--- src/include/pec_params.svh ---
`ifndef PEC_PARAMS_SVH
`define PEC_PARAMS_SVH

// Activation and weight value width
`define PEC_DATA_WIDTH 8
// Channels per activation or weight vector
`define PEC_CHANNEL_DEPTH 4
// Taps per kernel row, also number of rows
`define PEC_KERNEL 3
// One partial-sum entry per row of a block
`define PEC_PSUM_DEPTH 4
// 2*8 product plus channel and tap growth
`define PEC_PSUM_WIDTH 20

`endif

--- src/pec_ctrl_pkg.sv ---
`default_nettype none

// ========================================================================
// Control-side types of the PE cluster
// ========================================================================
package pec_ctrl_pkg;

    // Markers carried with every activation
    typedef struct packed {
        logic frtRow;   // First activation of a row, read psum
        logic lstRow;   // Last activation of a row, write psum
        logic lstBlk;   // Last of block, reload weights after
    } rowMark_t;

    // Controller FSM
    typedef enum logic [2:0] {IDLE, CFGWEI, CFGACT, RUN, WAITGET} pecState_t;

endpackage

`default_nettype wire

--- src/pec_data_pkg.sv ---
`default_nettype none

`include "pec_params.svh"

// ========================================================================
// Datapath types of the PE cluster
// ========================================================================
package pec_data_pkg;

    typedef logic [`PEC_CHANNEL_DEPTH-1:0][`PEC_DATA_WIDTH-1:0] actVec_t;  // Also weights
    typedef logic [`PEC_CHANNEL_DEPTH-1:0] flagVec_t;    // Nonzero flag per channel
    typedef logic [`PEC_PSUM_WIDTH-1:0] psum_t;          // Two's complement sum
    typedef logic [$clog2(`PEC_PSUM_DEPTH)-1:0] psumAddr_t;

    // Activation as it travels between elements
    typedef struct packed {
        actVec_t               act;
        flagVec_t              flags;
        pec_ctrl_pkg::rowMark_t mark;
    } actWord_t;

    // One kernel row, index is the tap
    typedef struct packed {
        actVec_t  [`PEC_KERNEL-1:0] wei;
        flagVec_t [`PEC_KERNEL-1:0] flg;
    } rowWeights_t;

    typedef rowWeights_t [`PEC_KERNEL-1:0] kernel_t;   // Index is the kernel row
    typedef psum_t [`PEC_KERNEL-1:0] psumWord_t;       // One sum per tap

endpackage

`default_nettype wire

--- src/act_stage.sv ---
`default_nettype none

// Input side: held register from the previous element, forward copy to the next one
module act_stage (
    input  logic                   clk,
    input  logic                   rst_n,
    input  logic                   actReq,
    output logic                   actAck,
    input  pec_data_pkg::actWord_t actIn,
    output logic                   actValid,
    output pec_data_pkg::actWord_t heldAct,
    input  logic                   actTake,
    output logic                   fwdBusy,
    output logic                   nxtReq,
    input  logic                   nxtAck,
    output pec_data_pkg::actWord_t nxtAct
);

    logic capture;     // Accept edge of the inbound link

    // Forward copy in flight until the receiver drops ack
    assign fwdBusy = nxtReq | nxtAck;
    // Empty stage, previous handshake closed, nothing stuck downstream
    assign capture = actReq && !actAck && !actValid && !fwdBusy;

    // ========================================================================
    // Inbound side
    // ========================================================================
    always_ff @(posedge clk or negedge rst_n) begin
        if (!rst_n) begin
            actAck   <= 1'b0;
            actValid <= 1'b0;
        end else begin
            if (capture)
                actAck <= 1'b1;           // High the cycle after capture
            else if (actAck && !actReq)
                actAck <= 1'b0;           // Close four-phase
            if (capture)
                actValid <= 1'b1;
            else if (actTake)
                actValid <= 1'b0;         // Controller has it
        end
    end

    always_ff @(posedge clk) begin
        if (capture)
            heldAct <= actIn;
    end

    // ========================================================================
    // Forward side
    // ========================================================================
    always_ff @(posedge clk or negedge rst_n) begin
        if (!rst_n)
            nxtReq <= 1'b0;
        else if (actTake)
            nxtReq <= 1'b1;               // Data already in nxtAct
        else if (nxtReq && nxtAck)
            nxtReq <= 1'b0;
    end

    // Stable while req or ack is up, take is blocked by fwdBusy
    always_ff @(posedge clk) begin
        if (actTake)
            nxtAct <= heldAct;
    end

endmodule

`default_nettype wire

--- src/mac_row.sv ---
`default_nettype none

`include "pec_params.svh"

// One kernel row: three sparse MACs over the same activation
module mac_row (
    input  logic                      clk,
    input  logic                      rst_n,
    input  logic                      macStart,
    input  pec_data_pkg::actVec_t     act,
    input  pec_data_pkg::flagVec_t    actFlags,
    input  pec_data_pkg::rowWeights_t weights,
    output logic                      done,
    output pec_data_pkg::psumWord_t   rowPsum
);

    localparam int CH_W   = $clog2(`PEC_CHANNEL_DEPTH);
    localparam int PROD_W = 2 * `PEC_DATA_WIDTH;

    pec_data_pkg::actVec_t   actReg;     // Activation copy, stage may refill meanwhile
    logic                    busy;
    logic [`PEC_KERNEL-1:0]  tapIdle;    // No channel left for that tap

    // Lowest pending channel
    function automatic logic [CH_W-1:0] lowestSet(input pec_data_pkg::flagVec_t m);
        logic [CH_W-1:0] idx;
        idx = '0;
        for (int i = `PEC_CHANNEL_DEPTH - 1; i >= 0; i--) begin
            if (m[i])
                idx = CH_W'(i);
        end
        return idx;
    endfunction

    always_ff @(posedge clk) begin
        if (macStart)
            actReg <= act;
    end

    // Done once the busiest tap runs dry, one cycle after its last step
    always_ff @(posedge clk or negedge rst_n) begin
        if (!rst_n) begin
            busy <= 1'b0;
            done <= 1'b0;
        end else if (macStart) begin
            busy <= 1'b1;
            done <= 1'b0;
        end else if (busy && (&tapIdle)) begin
            busy <= 1'b0;
            done <= 1'b1;       // Held until next start
        end
    end

    // ========================================================================
    // Per-tap MAC, one channel with both flags set per cycle
    // ========================================================================
    for (genvar t = 0; t < `PEC_KERNEL; t++) begin : genTap
        pec_data_pkg::flagVec_t     pend;   // Channels still to add
        pec_data_pkg::psum_t        acc;
        logic [CH_W-1:0]            ch;
        logic signed [PROD_W-1:0]   prod;

        assign ch         = lowestSet(pend);
        assign prod       = $signed(actReg[ch]) * $signed(weights.wei[t][ch]);
        assign tapIdle[t] = (pend == '0);
        assign rowPsum[t] = acc;

        always_ff @(posedge clk or negedge rst_n) begin
            if (!rst_n)
                pend <= '0;
            else if (macStart)
                pend <= actFlags & weights.flg[t];   // Zero channels skipped
            else if (!tapIdle[t])
                pend <= pend & (pend - 1'b1);        // Drop lowest bit
        end

        always_ff @(posedge clk) begin
            if (macStart)
                acc <= '0;
            else if (!tapIdle[t])
                acc <= acc + `PEC_PSUM_WIDTH'(prod);  // Sign-extended product
        end
    end

endmodule

`default_nettype wire

--- src/pec_ctrl.sv ---
`default_nettype none

`include "pec_params.svh"

// Cluster controller: weight load, MAC start, row and block events
module pec_ctrl (
    input  logic                                      clk,
    input  logic                                      rst_n,
    input  logic                                      weiReq,
    output logic                                      weiAck,
    input  pec_data_pkg::kernel_t                     kernelIn,
    output pec_data_pkg::kernel_t                     kernelOut,
    input  logic                                      actValid,
    input  pec_ctrl_pkg::rowMark_t                    heldMark,
    output logic                                      actTake,
    input  logic                                      fwdBusy,
    input  logic                                      resBusy,
    output logic                                      macStart,
    input  logic [`PEC_KERNEL-1:0]                    rowDone,
    input  pec_data_pkg::psumWord_t [`PEC_KERNEL-1:0] rowPsum,
    input  pec_data_pkg::psumWord_t                   rdData,
    output logic                                      rdEn,
    output logic                                      wrEn,
    output pec_data_pkg::psumWord_t                   wrData,
    output logic                                      blkEnd
);

    pec_ctrl_pkg::pecState_t state, nextState;
    pec_data_pkg::kernel_t   kernelReg;
    pec_data_pkg::psumWord_t accReg;      // Running row sum
    pec_data_pkg::psumWord_t sumWord;
    pec_ctrl_pkg::rowMark_t  markReg;     // Markers of the activation in flight
    logic weiCap, weiDone, takeOk, runDone;

    assign weiCap  = (state == pec_ctrl_pkg::CFGWEI) && weiReq && !weiAck;
    assign weiDone = (state == pec_ctrl_pkg::CFGWEI) && weiAck && !weiReq;
    assign takeOk  = (state == pec_ctrl_pkg::CFGACT) && actValid && !fwdBusy && !resBusy;
    assign runDone = (state == pec_ctrl_pkg::RUN) && (&rowDone);

    // ========================================================================
    // FSM
    // ========================================================================
    always_comb begin
        nextState = state;
        case (state)
            pec_ctrl_pkg::IDLE:    nextState = pec_ctrl_pkg::CFGWEI;
            pec_ctrl_pkg::CFGWEI:  if (weiDone) nextState = pec_ctrl_pkg::CFGACT;
            pec_ctrl_pkg::CFGACT:  if (takeOk) nextState = pec_ctrl_pkg::RUN;
            pec_ctrl_pkg::RUN:     if (runDone) nextState = pec_ctrl_pkg::WAITGET;
            // Block end means a fresh weight set
            pec_ctrl_pkg::WAITGET: nextState = markReg.lstBlk ? pec_ctrl_pkg::IDLE
                                                              : pec_ctrl_pkg::CFGACT;
            default:               nextState = pec_ctrl_pkg::IDLE;
        endcase
    end

    always_ff @(posedge clk or negedge rst_n) begin
        if (!rst_n) begin
            state   <= pec_ctrl_pkg::IDLE;
            weiAck  <= 1'b0;
            markReg <= '0;
        end else begin
            state <= nextState;
            if (weiCap)
                weiAck <= 1'b1;
            else if (weiAck && !weiReq)
                weiAck <= 1'b0;      // Handshake complete
            if (takeOk)
                markReg <= heldMark;
        end
    end

    always_ff @(posedge clk) begin
        if (weiCap)
            kernelReg <= kernelIn;   // Stable for the whole block
        if (runDone)
            accReg <= sumWord;
    end

    // Base is memory on first of row, else running sum; then rows chained per tap
    always_comb begin
        for (int t = 0; t < `PEC_KERNEL; t++) begin
            sumWord[t] = markReg.frtRow ? rdData[t] : accReg[t];
            for (int r = 0; r < `PEC_KERNEL; r++)
                sumWord[t] = sumWord[t] + rowPsum[r][t];
        end
    end

    assign kernelOut = kernelReg;
    assign actTake   = takeOk;
    assign macStart  = takeOk;
    assign rdEn      = takeOk && heldMark.frtRow;  // Data ready next cycle
    assign wrEn      = runDone && markReg.lstRow;
    assign wrData    = sumWord;
    assign blkEnd    = runDone && markReg.lstBlk;

endmodule

`default_nettype wire

--- src/psum_buffer.sv ---
`default_nettype none

`include "pec_params.svh"

// Output side: partial-sum memory and result link
module psum_buffer (
    input  logic                      clk,
    input  logic                      rst_n,
    input  logic                      rdEn,
    input  logic                      wrEn,
    input  pec_data_pkg::psumWord_t   wrData,
    input  logic                      blkEnd,
    output pec_data_pkg::psumWord_t   rdData,
    output logic                      resBusy,
    output logic                      resReq,
    input  logic                      resAck,
    output pec_data_pkg::psumAddr_t   resAddr,
    output pec_data_pkg::psumWord_t   resData
);

    pec_data_pkg::psumWord_t mem [`PEC_PSUM_DEPTH];   // One entry per row of a block
    pec_data_pkg::psumAddr_t rdAddr;
    pec_data_pkg::psumAddr_t wrAddr;

    // ========================================================================
    // Memory and row counters
    // ========================================================================
    always_ff @(posedge clk or negedge rst_n) begin
        if (!rst_n) begin
            for (int i = 0; i < `PEC_PSUM_DEPTH; i++)
                mem[i] <= '0;             // Contents kept across blocks
        end else if (wrEn) begin
            mem[wrAddr] <= wrData;
        end
    end

    // Counters wrap with the address width, block end restarts at row 0
    always_ff @(posedge clk or negedge rst_n) begin
        if (!rst_n) begin
            rdAddr <= '0;
            wrAddr <= '0;
        end else begin
            if (blkEnd)
                wrAddr <= '0;
            else if (wrEn)
                wrAddr <= wrAddr + 1'b1;
            if (blkEnd)
                rdAddr <= '0;
            else if (rdEn)
                rdAddr <= rdAddr + 1'b1;
        end
    end

    always_ff @(posedge clk) begin
        if (rdEn)
            rdData <= mem[rdAddr];
        if (wrEn) begin
            resAddr <= wrAddr;            // Copy of each written word
            resData <= wrData;
        end
    end

    // ========================================================================
    // Result link sender
    // ========================================================================
    always_ff @(posedge clk or negedge rst_n) begin
        if (!rst_n)
            resReq <= 1'b0;
        else if (wrEn)
            resReq <= 1'b1;
        else if (resReq && resAck)
            resReq <= 1'b0;
    end

    assign resBusy = resReq | resAck;     // Until receiver drops ack

endmodule

`default_nettype wire

--- src/pe_cluster.sv ---
`default_nettype none

`include "pec_params.svh"

// Processing-element cluster top
module pe_cluster (
    input  logic                    clk,
    input  logic                    rst_n,
    // Weight link
    input  logic                    weiReq,
    output logic                    weiAck,
    input  pec_data_pkg::kernel_t   kernel,
    // Activation link from previous element
    input  logic                    actReq,
    output logic                    actAck,
    input  pec_data_pkg::actWord_t  actIn,
    // Forward link to next element
    output logic                    nxtReq,
    input  logic                    nxtAck,
    output pec_data_pkg::actWord_t  nxtAct,
    // Result link
    output logic                    resReq,
    input  logic                    resAck,
    output pec_data_pkg::psumAddr_t resAddr,
    output pec_data_pkg::psumWord_t resData
);

    logic                                      actValid, actTake, fwdBusy;
    pec_data_pkg::actWord_t                    heldAct;
    logic                                      macStart;
    logic [`PEC_KERNEL-1:0]                    rowDone;
    pec_data_pkg::psumWord_t [`PEC_KERNEL-1:0] rowPsum;
    pec_data_pkg::kernel_t                     kernelRun;   // Captured weight set
    logic                                      rdEn, wrEn, blkEnd, resBusy;
    pec_data_pkg::psumWord_t                   wrData, rdData;

    act_stage actStageInst (
        .clk      (clk),
        .rst_n    (rst_n),
        .actReq   (actReq),
        .actAck   (actAck),
        .actIn    (actIn),
        .actValid (actValid),
        .heldAct  (heldAct),
        .actTake  (actTake),
        .fwdBusy  (fwdBusy),
        .nxtReq   (nxtReq),
        .nxtAck   (nxtAck),
        .nxtAct   (nxtAct)
    );

    pec_ctrl pecCtrlInst (
        .clk       (clk),
        .rst_n     (rst_n),
        .weiReq    (weiReq),
        .weiAck    (weiAck),
        .kernelIn  (kernel),
        .kernelOut (kernelRun),
        .actValid  (actValid),
        .heldMark  (heldAct.mark),
        .actTake   (actTake),
        .fwdBusy   (fwdBusy),
        .resBusy   (resBusy),
        .macStart  (macStart),
        .rowDone   (rowDone),
        .rowPsum   (rowPsum),
        .rdData    (rdData),
        .rdEn      (rdEn),
        .wrEn      (wrEn),
        .wrData    (wrData),
        .blkEnd    (blkEnd)
    );

    // One MAC row per kernel row
    for (genvar r = 0; r < `PEC_KERNEL; r++) begin : genRow
        mac_row macRowInst (
            .clk      (clk),
            .rst_n    (rst_n),
            .macStart (macStart),
            .act      (heldAct.act),
            .actFlags (heldAct.flags),
            .weights  (kernelRun[r]),
            .done     (rowDone[r]),
            .rowPsum  (rowPsum[r])
        );
    end

    psum_buffer psumBufferInst (
        .clk     (clk),
        .rst_n   (rst_n),
        .rdEn    (rdEn),
        .wrEn    (wrEn),
        .wrData  (wrData),
        .blkEnd  (blkEnd),
        .rdData  (rdData),
        .resBusy (resBusy),
        .resReq  (resReq),
        .resAck  (resAck),
        .resAddr (resAddr),
        .resData (resData)
    );

endmodule

`default_nettype wire

--- config.mk ---
export PLATFORM = sky130hd
export DESIGN_NAME = pe_cluster
export DESIGN_NICKNAME = d
export VERILOG_FILES = /design/src/pec_ctrl_pkg.sv /design/src/pec_data_pkg.sv /design/src/act_stage.sv /design/src/mac_row.sv /design/src/pec_ctrl.sv /design/src/psum_buffer.sv /design/src/pe_cluster.sv
export VERILOG_INCLUDE_DIRS = /design/src /design/src/include
export SDC_FILE = /design/constraint.sdc
export NUM_CORES = 2
export LEC_CHECK = 0
export BUFFER_PORTS_ARGS = -buffer_cell sky130_fd_sc_hd__buf_2
export CAP_MARGIN = 20
export CORE_ASPECT_RATIO = 1.25
export CORE_MARGIN = 5
export CORE_UTILIZATION = 63
export CTS_CLUSTER_DIAMETER = 40
export DETAILED_ROUTE_END_ITERATION = 16
export PLACE_DENSITY = 0.82
export SETUP_SLACK_MARGIN = 0.05
export SLEW_MARGIN = 25
export SYNTH_ARGS = -nofsm -noshare
export SYNTH_HDL_FRONTEND = slang
export SYNTH_SLANG_ARGS = --single-unit
--- constraint.sdc ---
create_clock -name clk -period 42.9 [get_ports clk]
set_clock_uncertainty 0.2 [all_clocks]
set_input_delay 2.145 -clock clk [delete_from_list [all_inputs] [get_ports clk]]
set_output_delay 2.145 -clock clk [all_outputs]
set_load 0.02 [all_outputs]
; Word-level counts from Yosys, hierarchy flattened
; Cells that the tools add are included.
; W data, S select, Z words.
[op_classes]
n_addsub = 29
n_mul = 9
order_cmp = 12
eq_ne = 16
muxes = 130
n_bitwise = 22
reduce_logical = 54
[op_table]
columns = op, n
row1 = $add A20 B20 Y20, 18
row2 = $bmux W8 S2, 18
row3 = $bwmux W240, 1
row4 = $mux W60, 3
row5 = $mul A8 B8 Y16, 9
row6 = $mux W8, 18
row7 = $bmux W60 S2, 1
row8 = $demux W60 S2, 1
row9 = $mux W2, 41
row10 = $and A4 B4 Y4, 18
row11 = $mux W4, 18
row12 = $mux W20, 3
row13 = $logic_not A4 Y1, 9
row14 = $sub A4 B1 Y4 const B, 9
row15 = $lt A2 B3 Y1 const B, 9
row16 = $logic_and A1 B1 Y1, 22
row17 = $mux W1, 22
row18 = $reduce_bool A2 Y1, 10
row19 = $ne A2 B2 Y1 const B, 9
row20 = $pmux W3 S5, 1
row21 = $reduce_and A3 Y1, 5
row22 = $mux W3, 3
row23 = $logic_not A1 Y1, 7
row24 = $eq A3 B2 Y1 const B, 2
row25 = 9 further kinds, 15
[totals]
register_bits = 1061
in_bits = 369
output_inout_bits = 105
elab_cells = 390

; Logic depth before layout (Yosys ltp)
[depth]
depth_word = 8
depth_mapped = 33
ltp_nobuf = 32

; Cells and area by module
; From an unflattened synthesis, not the netlist that was laid out.
[hier_totals]
cells_unflattened = 6900
area_unflattened_um2 = 80472.2
[by_module_without_submodules]
columns = module, n_inst, cells_each, area_each_um2
row1 = pec_ctrl, 1, 1241, 18556.5
row2 = mac_row (genRow[0].macRowInst), 1, 1651, 15244.6
row3 = mac_row (genRow[1].macRowInst), 1, 1597, 14875.5
row4 = mac_row (genRow[2].macRowInst), 1, 1593, 14851.7
row5 = psum_buffer, 1, 728, 14463.9
row6 = act_stage, 1, 90, 2479.9

; Worst setup path after synthesis
; No wires, ideal clock.
[synth_path]
path_kind = input to register
startpoint = in weiReq
endpoint = reg pecCtrlInst.kernelReg, in the netlist pecCtrlInst.kernelOut[0], enable pin
setup_ps = 1913
arrival_ps = 34470
required_time_ps = 40787
slack_ps = 6317
path_stages = 1
n_path_buf = 0
path_cell_list = nor4b_1
[synth_between]
elab_chain_len = 2
[synth_rtl]
columns = element, line
row1 = "start, declared", pe_cluster.sv:10  ; input logic weiReq,
row2 = $logic_and A1 B1 Y1 (2 in series), pec_ctrl.sv:35  ; assign weiCap = (state == pec_ctrl_pkg::CFGWEI) && weiReq && !weiAck;
row3 = "end signal, assigned", pec_ctrl.sv:75  ; kernelReg <= kernelIn;
row4 = "end, declared", pec_ctrl.sv:29  ; pec_data_pkg::kernel_t kernelReg;
; Every way passes these cells.
; A chain may end at the register's enable or synchronous reset.

; Worst setup path after layout
[layout_path]
startpoint = reg genRow[2].macRowInst.genTap[0].pend[0]
endpoint = reg genRow[2].macRowInst.genTap[0].acc[19]
[layout_between]
elab_chain_len = 5
[layout_rtl]
columns = element, line
row1 = "start, declared", mac_row.sv:58  ; pec_data_pkg::flagVec_t pend;
row2 = "start signal, assigned", mac_row.sv:72  ; pend <= actFlags & weights.flg[t];
row3 = "start signal, assigned", mac_row.sv:74  ; pend <= pend & (pend - 1'b1);
row4 = $mux W2, mac_row.sv:29  ; if (m[i])
row5 = $bmux W8 S2, mac_row.sv:64  ; assign prod = $signed(actReg[ch]) * $signed(weights.wei[t][ch]);
row6 = $mux W8 (not written as such), mac_row.sv:64
row7 = $mul A8 B8 Y16, mac_row.sv:64
row8 = $add A20 B20 Y20, mac_row.sv:81  ; acc <= acc + `PEC_PSUM_WIDTH'(prod);
row9 = "end signal, assigned", mac_row.sv:81
row10 = "end, declared", mac_row.sv:59  ; pec_data_pkg::psum_t acc;
; Parallel ways exist; a longest one is shown, timed or not. The select of a mux whose other input is x is not followed.

==> results_dict.tcl <==
set metrics [dict create \
    status "finished clean" \
    grt_max_degree 181 \
    dpl.hpwl_mm 152 \
    syn_inst 6543 \
    critPathLaunchType "flop" \
    cts_tree "done" \
    cap_violations 0 \
    required_ns 43.40 \
    worstPathArrival_ns 8.77 \
    cts-resized-gates 0 \
    drt-total-wl_mm 205 \
    clock_sinks 1061 \
    global_route.overflow_total 0 \
    syn_nets 8041 \
    grt_pass1_wl_mm 316 \
    areaGrowthSynthToFinish_pct 12.0 \
    die_h_um 396 \
    numCtsBuffers 134 \
    clockBufferDepth 3 \
    h-tree-depth 4 \
    period_needed_ns 8.27 \
    via_per_inst 6.09 \
    whs_path_depth 0 \
    post_layout_nonfiller_instances 8750 \
    synth_area_sq_um 75300 \
    finalSetupViolCount 0 \
    numPortBuffers 473 \
    layout_commonest_cell "inv_1" \
    synth.avg_cell_area_sq_um 11.5 \
    layout_common_cells "inv_1, fa_1, edfxtp_1" \
    crit_path_end_kind "flop" \
    worst_slack_ns 34.63 \
    crit_top_cell "a21oi_1" \
    drt_iter0_drc 4513 \
    ctsHoldBuffers 0 \
    finalSetupTns_ns 0 \
    antenna_found_initial 22 \
    die_x_um 319 \
    cts_setup_buffers 0 \
    clkTransAtPathRegs_ns 0.07 \
    reg2reg_slack_ns 34.63 \
    synth_flop_cell "edfxtp_1" \
    io_pins 474 \
    firstDrtPassIters 5 \
    r2r-end "genRow[2].macRowInst.genTap[0].acc[19]" \
    gp_congestion 0.948 \
    clock-root-buffer "clkbuf_16" \
    dp.cells 8492 \
    fmax_mhz 121 \
    synth_cell_types 73 \
    grt_usage_pct 32.3 \
    worst_pin_slew_ns 1.16 \
    ys_seq_area_share_pct 38.0 \
    drtAntennaViolNets 0 \
    min_period_over_period_pct 19.3 \
    clock_latency_ns 0.78 \
    worst_r2r_path_depth 29 \
    ys_ff_latch 1061 \
    rows 141 \
    vias 53300 \
    yosys_warnings 0 \
    drive_gt1_share_pct 17.7 \
    max_stage_delay_ns 0.82 \
    rsz0062_at_grt "no" \
    grt_pass1_vias 56300 \
    synth_edf_count 584 \
    fin_nets 8554 \
    core_area_sq_um 118000 \
    hold_viol 0 \
    final_max_slew_viol_count 0 \
    worst_r2r_startpoint "genRow[2].macRowInst.genTap[0].pend[0]" \
    critical_path_class "reg2reg" \
    cp_max_fo 17 \
    wire_per_inst_um 23.5 \
    min_delay_worst_endpoint "actStageInst.nxtAct[8]" \
    hold_class "reg2reg" \
    synthArstFlopShare_pct 28.0 \
    min_from "actStageInst.heldAct[8]" \
    maxSlewHeadroom_pct 22.5 \
    start_util_pct 63.6 \
    drc_errors 0 \
    cp_slowest_cell "nor3_4" \
    die_area_sq_um 127000 \
    dp_slack_ns 34.68 \
]
sequential cells by signal, indices dropped and copies added (netlist names), 2 cells and up:
signal	count
psumBufferInst.mem	240
psumBufferInst.resData	60
genRow.macRowInst.actReg	24
psumBufferInst.wrAddr	2
actStageInst.heldAct	39
genRow.macRowInst.done	3
actStageInst.nxtAct	15
pecCtrlInst.accReg	60
pecCtrlInst.state	3
psumBufferInst.resAddr	2
genRow.macRowInst.busy	3
psumBufferInst.rdData	60
pecCtrlInst.kernelOut	324
genRow.macRowInst.genTap.acc	180
pecCtrlInst.markReg	3
genRow.macRowInst.genTap.pend	36
psumBufferInst.rdAddr	2
per-stage QoR:
stage,utilization [%],hold slack [ns],area [sq um]
detailed placement,67.2,0.205,79500
global route,71.2,0.221,84300
finish,71.2,0.209,84300
CTS,71.1,0.213,84200
global placement,67.2,0.201,79500
floorplan,-,0.200,75300
worst max path at each step:
stage	start	end	slack (ns)	cells after the start
6_report	genRow[2].macRowInst.genTap[0].pend[0]	genRow[2].macRowInst.genTap[0].acc[19]	34.63	29
3_3_place_gp	genRow[0].macRowInst.genTap[0].pend[2]	genRow[0].macRowInst.genTap[0].acc[19]	34.62	31
3_5_place_dp	genRow[2].macRowInst.genTap[0].pend[0]	genRow[2].macRowInst.genTap[0].acc[19]	34.68	29
4_1_cts	genRow[2].macRowInst.genTap[0].pend[0]	genRow[2].macRowInst.genTap[0].acc[19]	34.68	29
5_1_grt	genRow[2].macRowInst.genTap[0].pend[0]	genRow[2].macRowInst.genTap[0].acc[19]	34.11	29
2_1_floorplan	weiReq	pecCtrlInst.kernelOut[0]	6.32	1
Yosys cell counts (20+ instances only):
cell | instances | area [sq um]
o21a_1 | 29 | 218
nor4_1 | 20 | 125
nor3_1 | 56 | 280
mux4_2 | 195 | 4390
a31oi_1 | 43 | 269
o21ai_1 | 24 | 120
ha_1 | 511 | 6390
nand2_1 | 587 | 2200
and3_1 | 34 | 213
xnor2_1 | 247 | 2160
xor2_1 | 97 | 850
inv_1 | 834 | 3130
fa_1 | 618 | 12400
a21oi_1 | 354 | 1770
edfxtp_1 | 584 | 17500
a211oi_1 | 57 | 428
o21ai_0 | 173 | 866
clkbuf_1 | 87 | 327
buf_2 | 28 | 140
nand3_1 | 91 | 455
and2_1 | 381 | 2380
dfrtp_1 | 297 | 7430
dfxtp_1 | 180 | 3600
a21o_1 | 104 | 781
mux2_2 | 250 | 2820
nor2_1 | 276 | 1040
or2_2 | 24 | 150
buf_1 | 30 | 113
o21bai_1 | 59 | 443
o31ai_1 | 27 | 203
or3_1 | 29 | 181
cell type report:
type                    count  area [sq um]
well taps                1573          1970
clock buffers             170          3750
repair buffers            522          2790
diodes                     11          27.5
flip-flops and latches   1061         28600
clock inverters            76           912
inverters                 835          3140
fillers                  7967         34100
multi-input cells        4502         43100
kinds of logic after synthesis:
family	share of synthesized area, %
AO/OA/AOI/OAI	8.17
XOR/XNOR	4.05
adder cells (fa/ha/maj)	24.9
buffers and inverters	4.93
flip-flops	38.0
multiplexers	9.82
AND/OR/NAND/NOR	10.1
critical path, delay by kind of cell (launching register included):
| kind | cells | cell delay (ns) |
|---|---|---|
| flops | 1 | 0.47 |
| simple gates | 5 | 1.58 |
| mux | 1 | 0.42 |
| xor+xnor | 2 | 0.31 |
| buf+inv | 3 | 0.14 |
| compound gates | 12 | 2.60 |
| fa+ha+maj | 6 | 2.49 |
per-layer routing:
metal  routed length (um)  track usage [%]  up-vias
li1                     -                -    23500
met1                70000             36.7    26700
met5                    7                0        -
met2               105000             56.9     2360
met4                14700             19.5        2
met3                15500             5.88      709
Power is left out: the tool's default activity adds up to more than one toggle a clock period on the data nets, which glitch-free logic cannot reach.
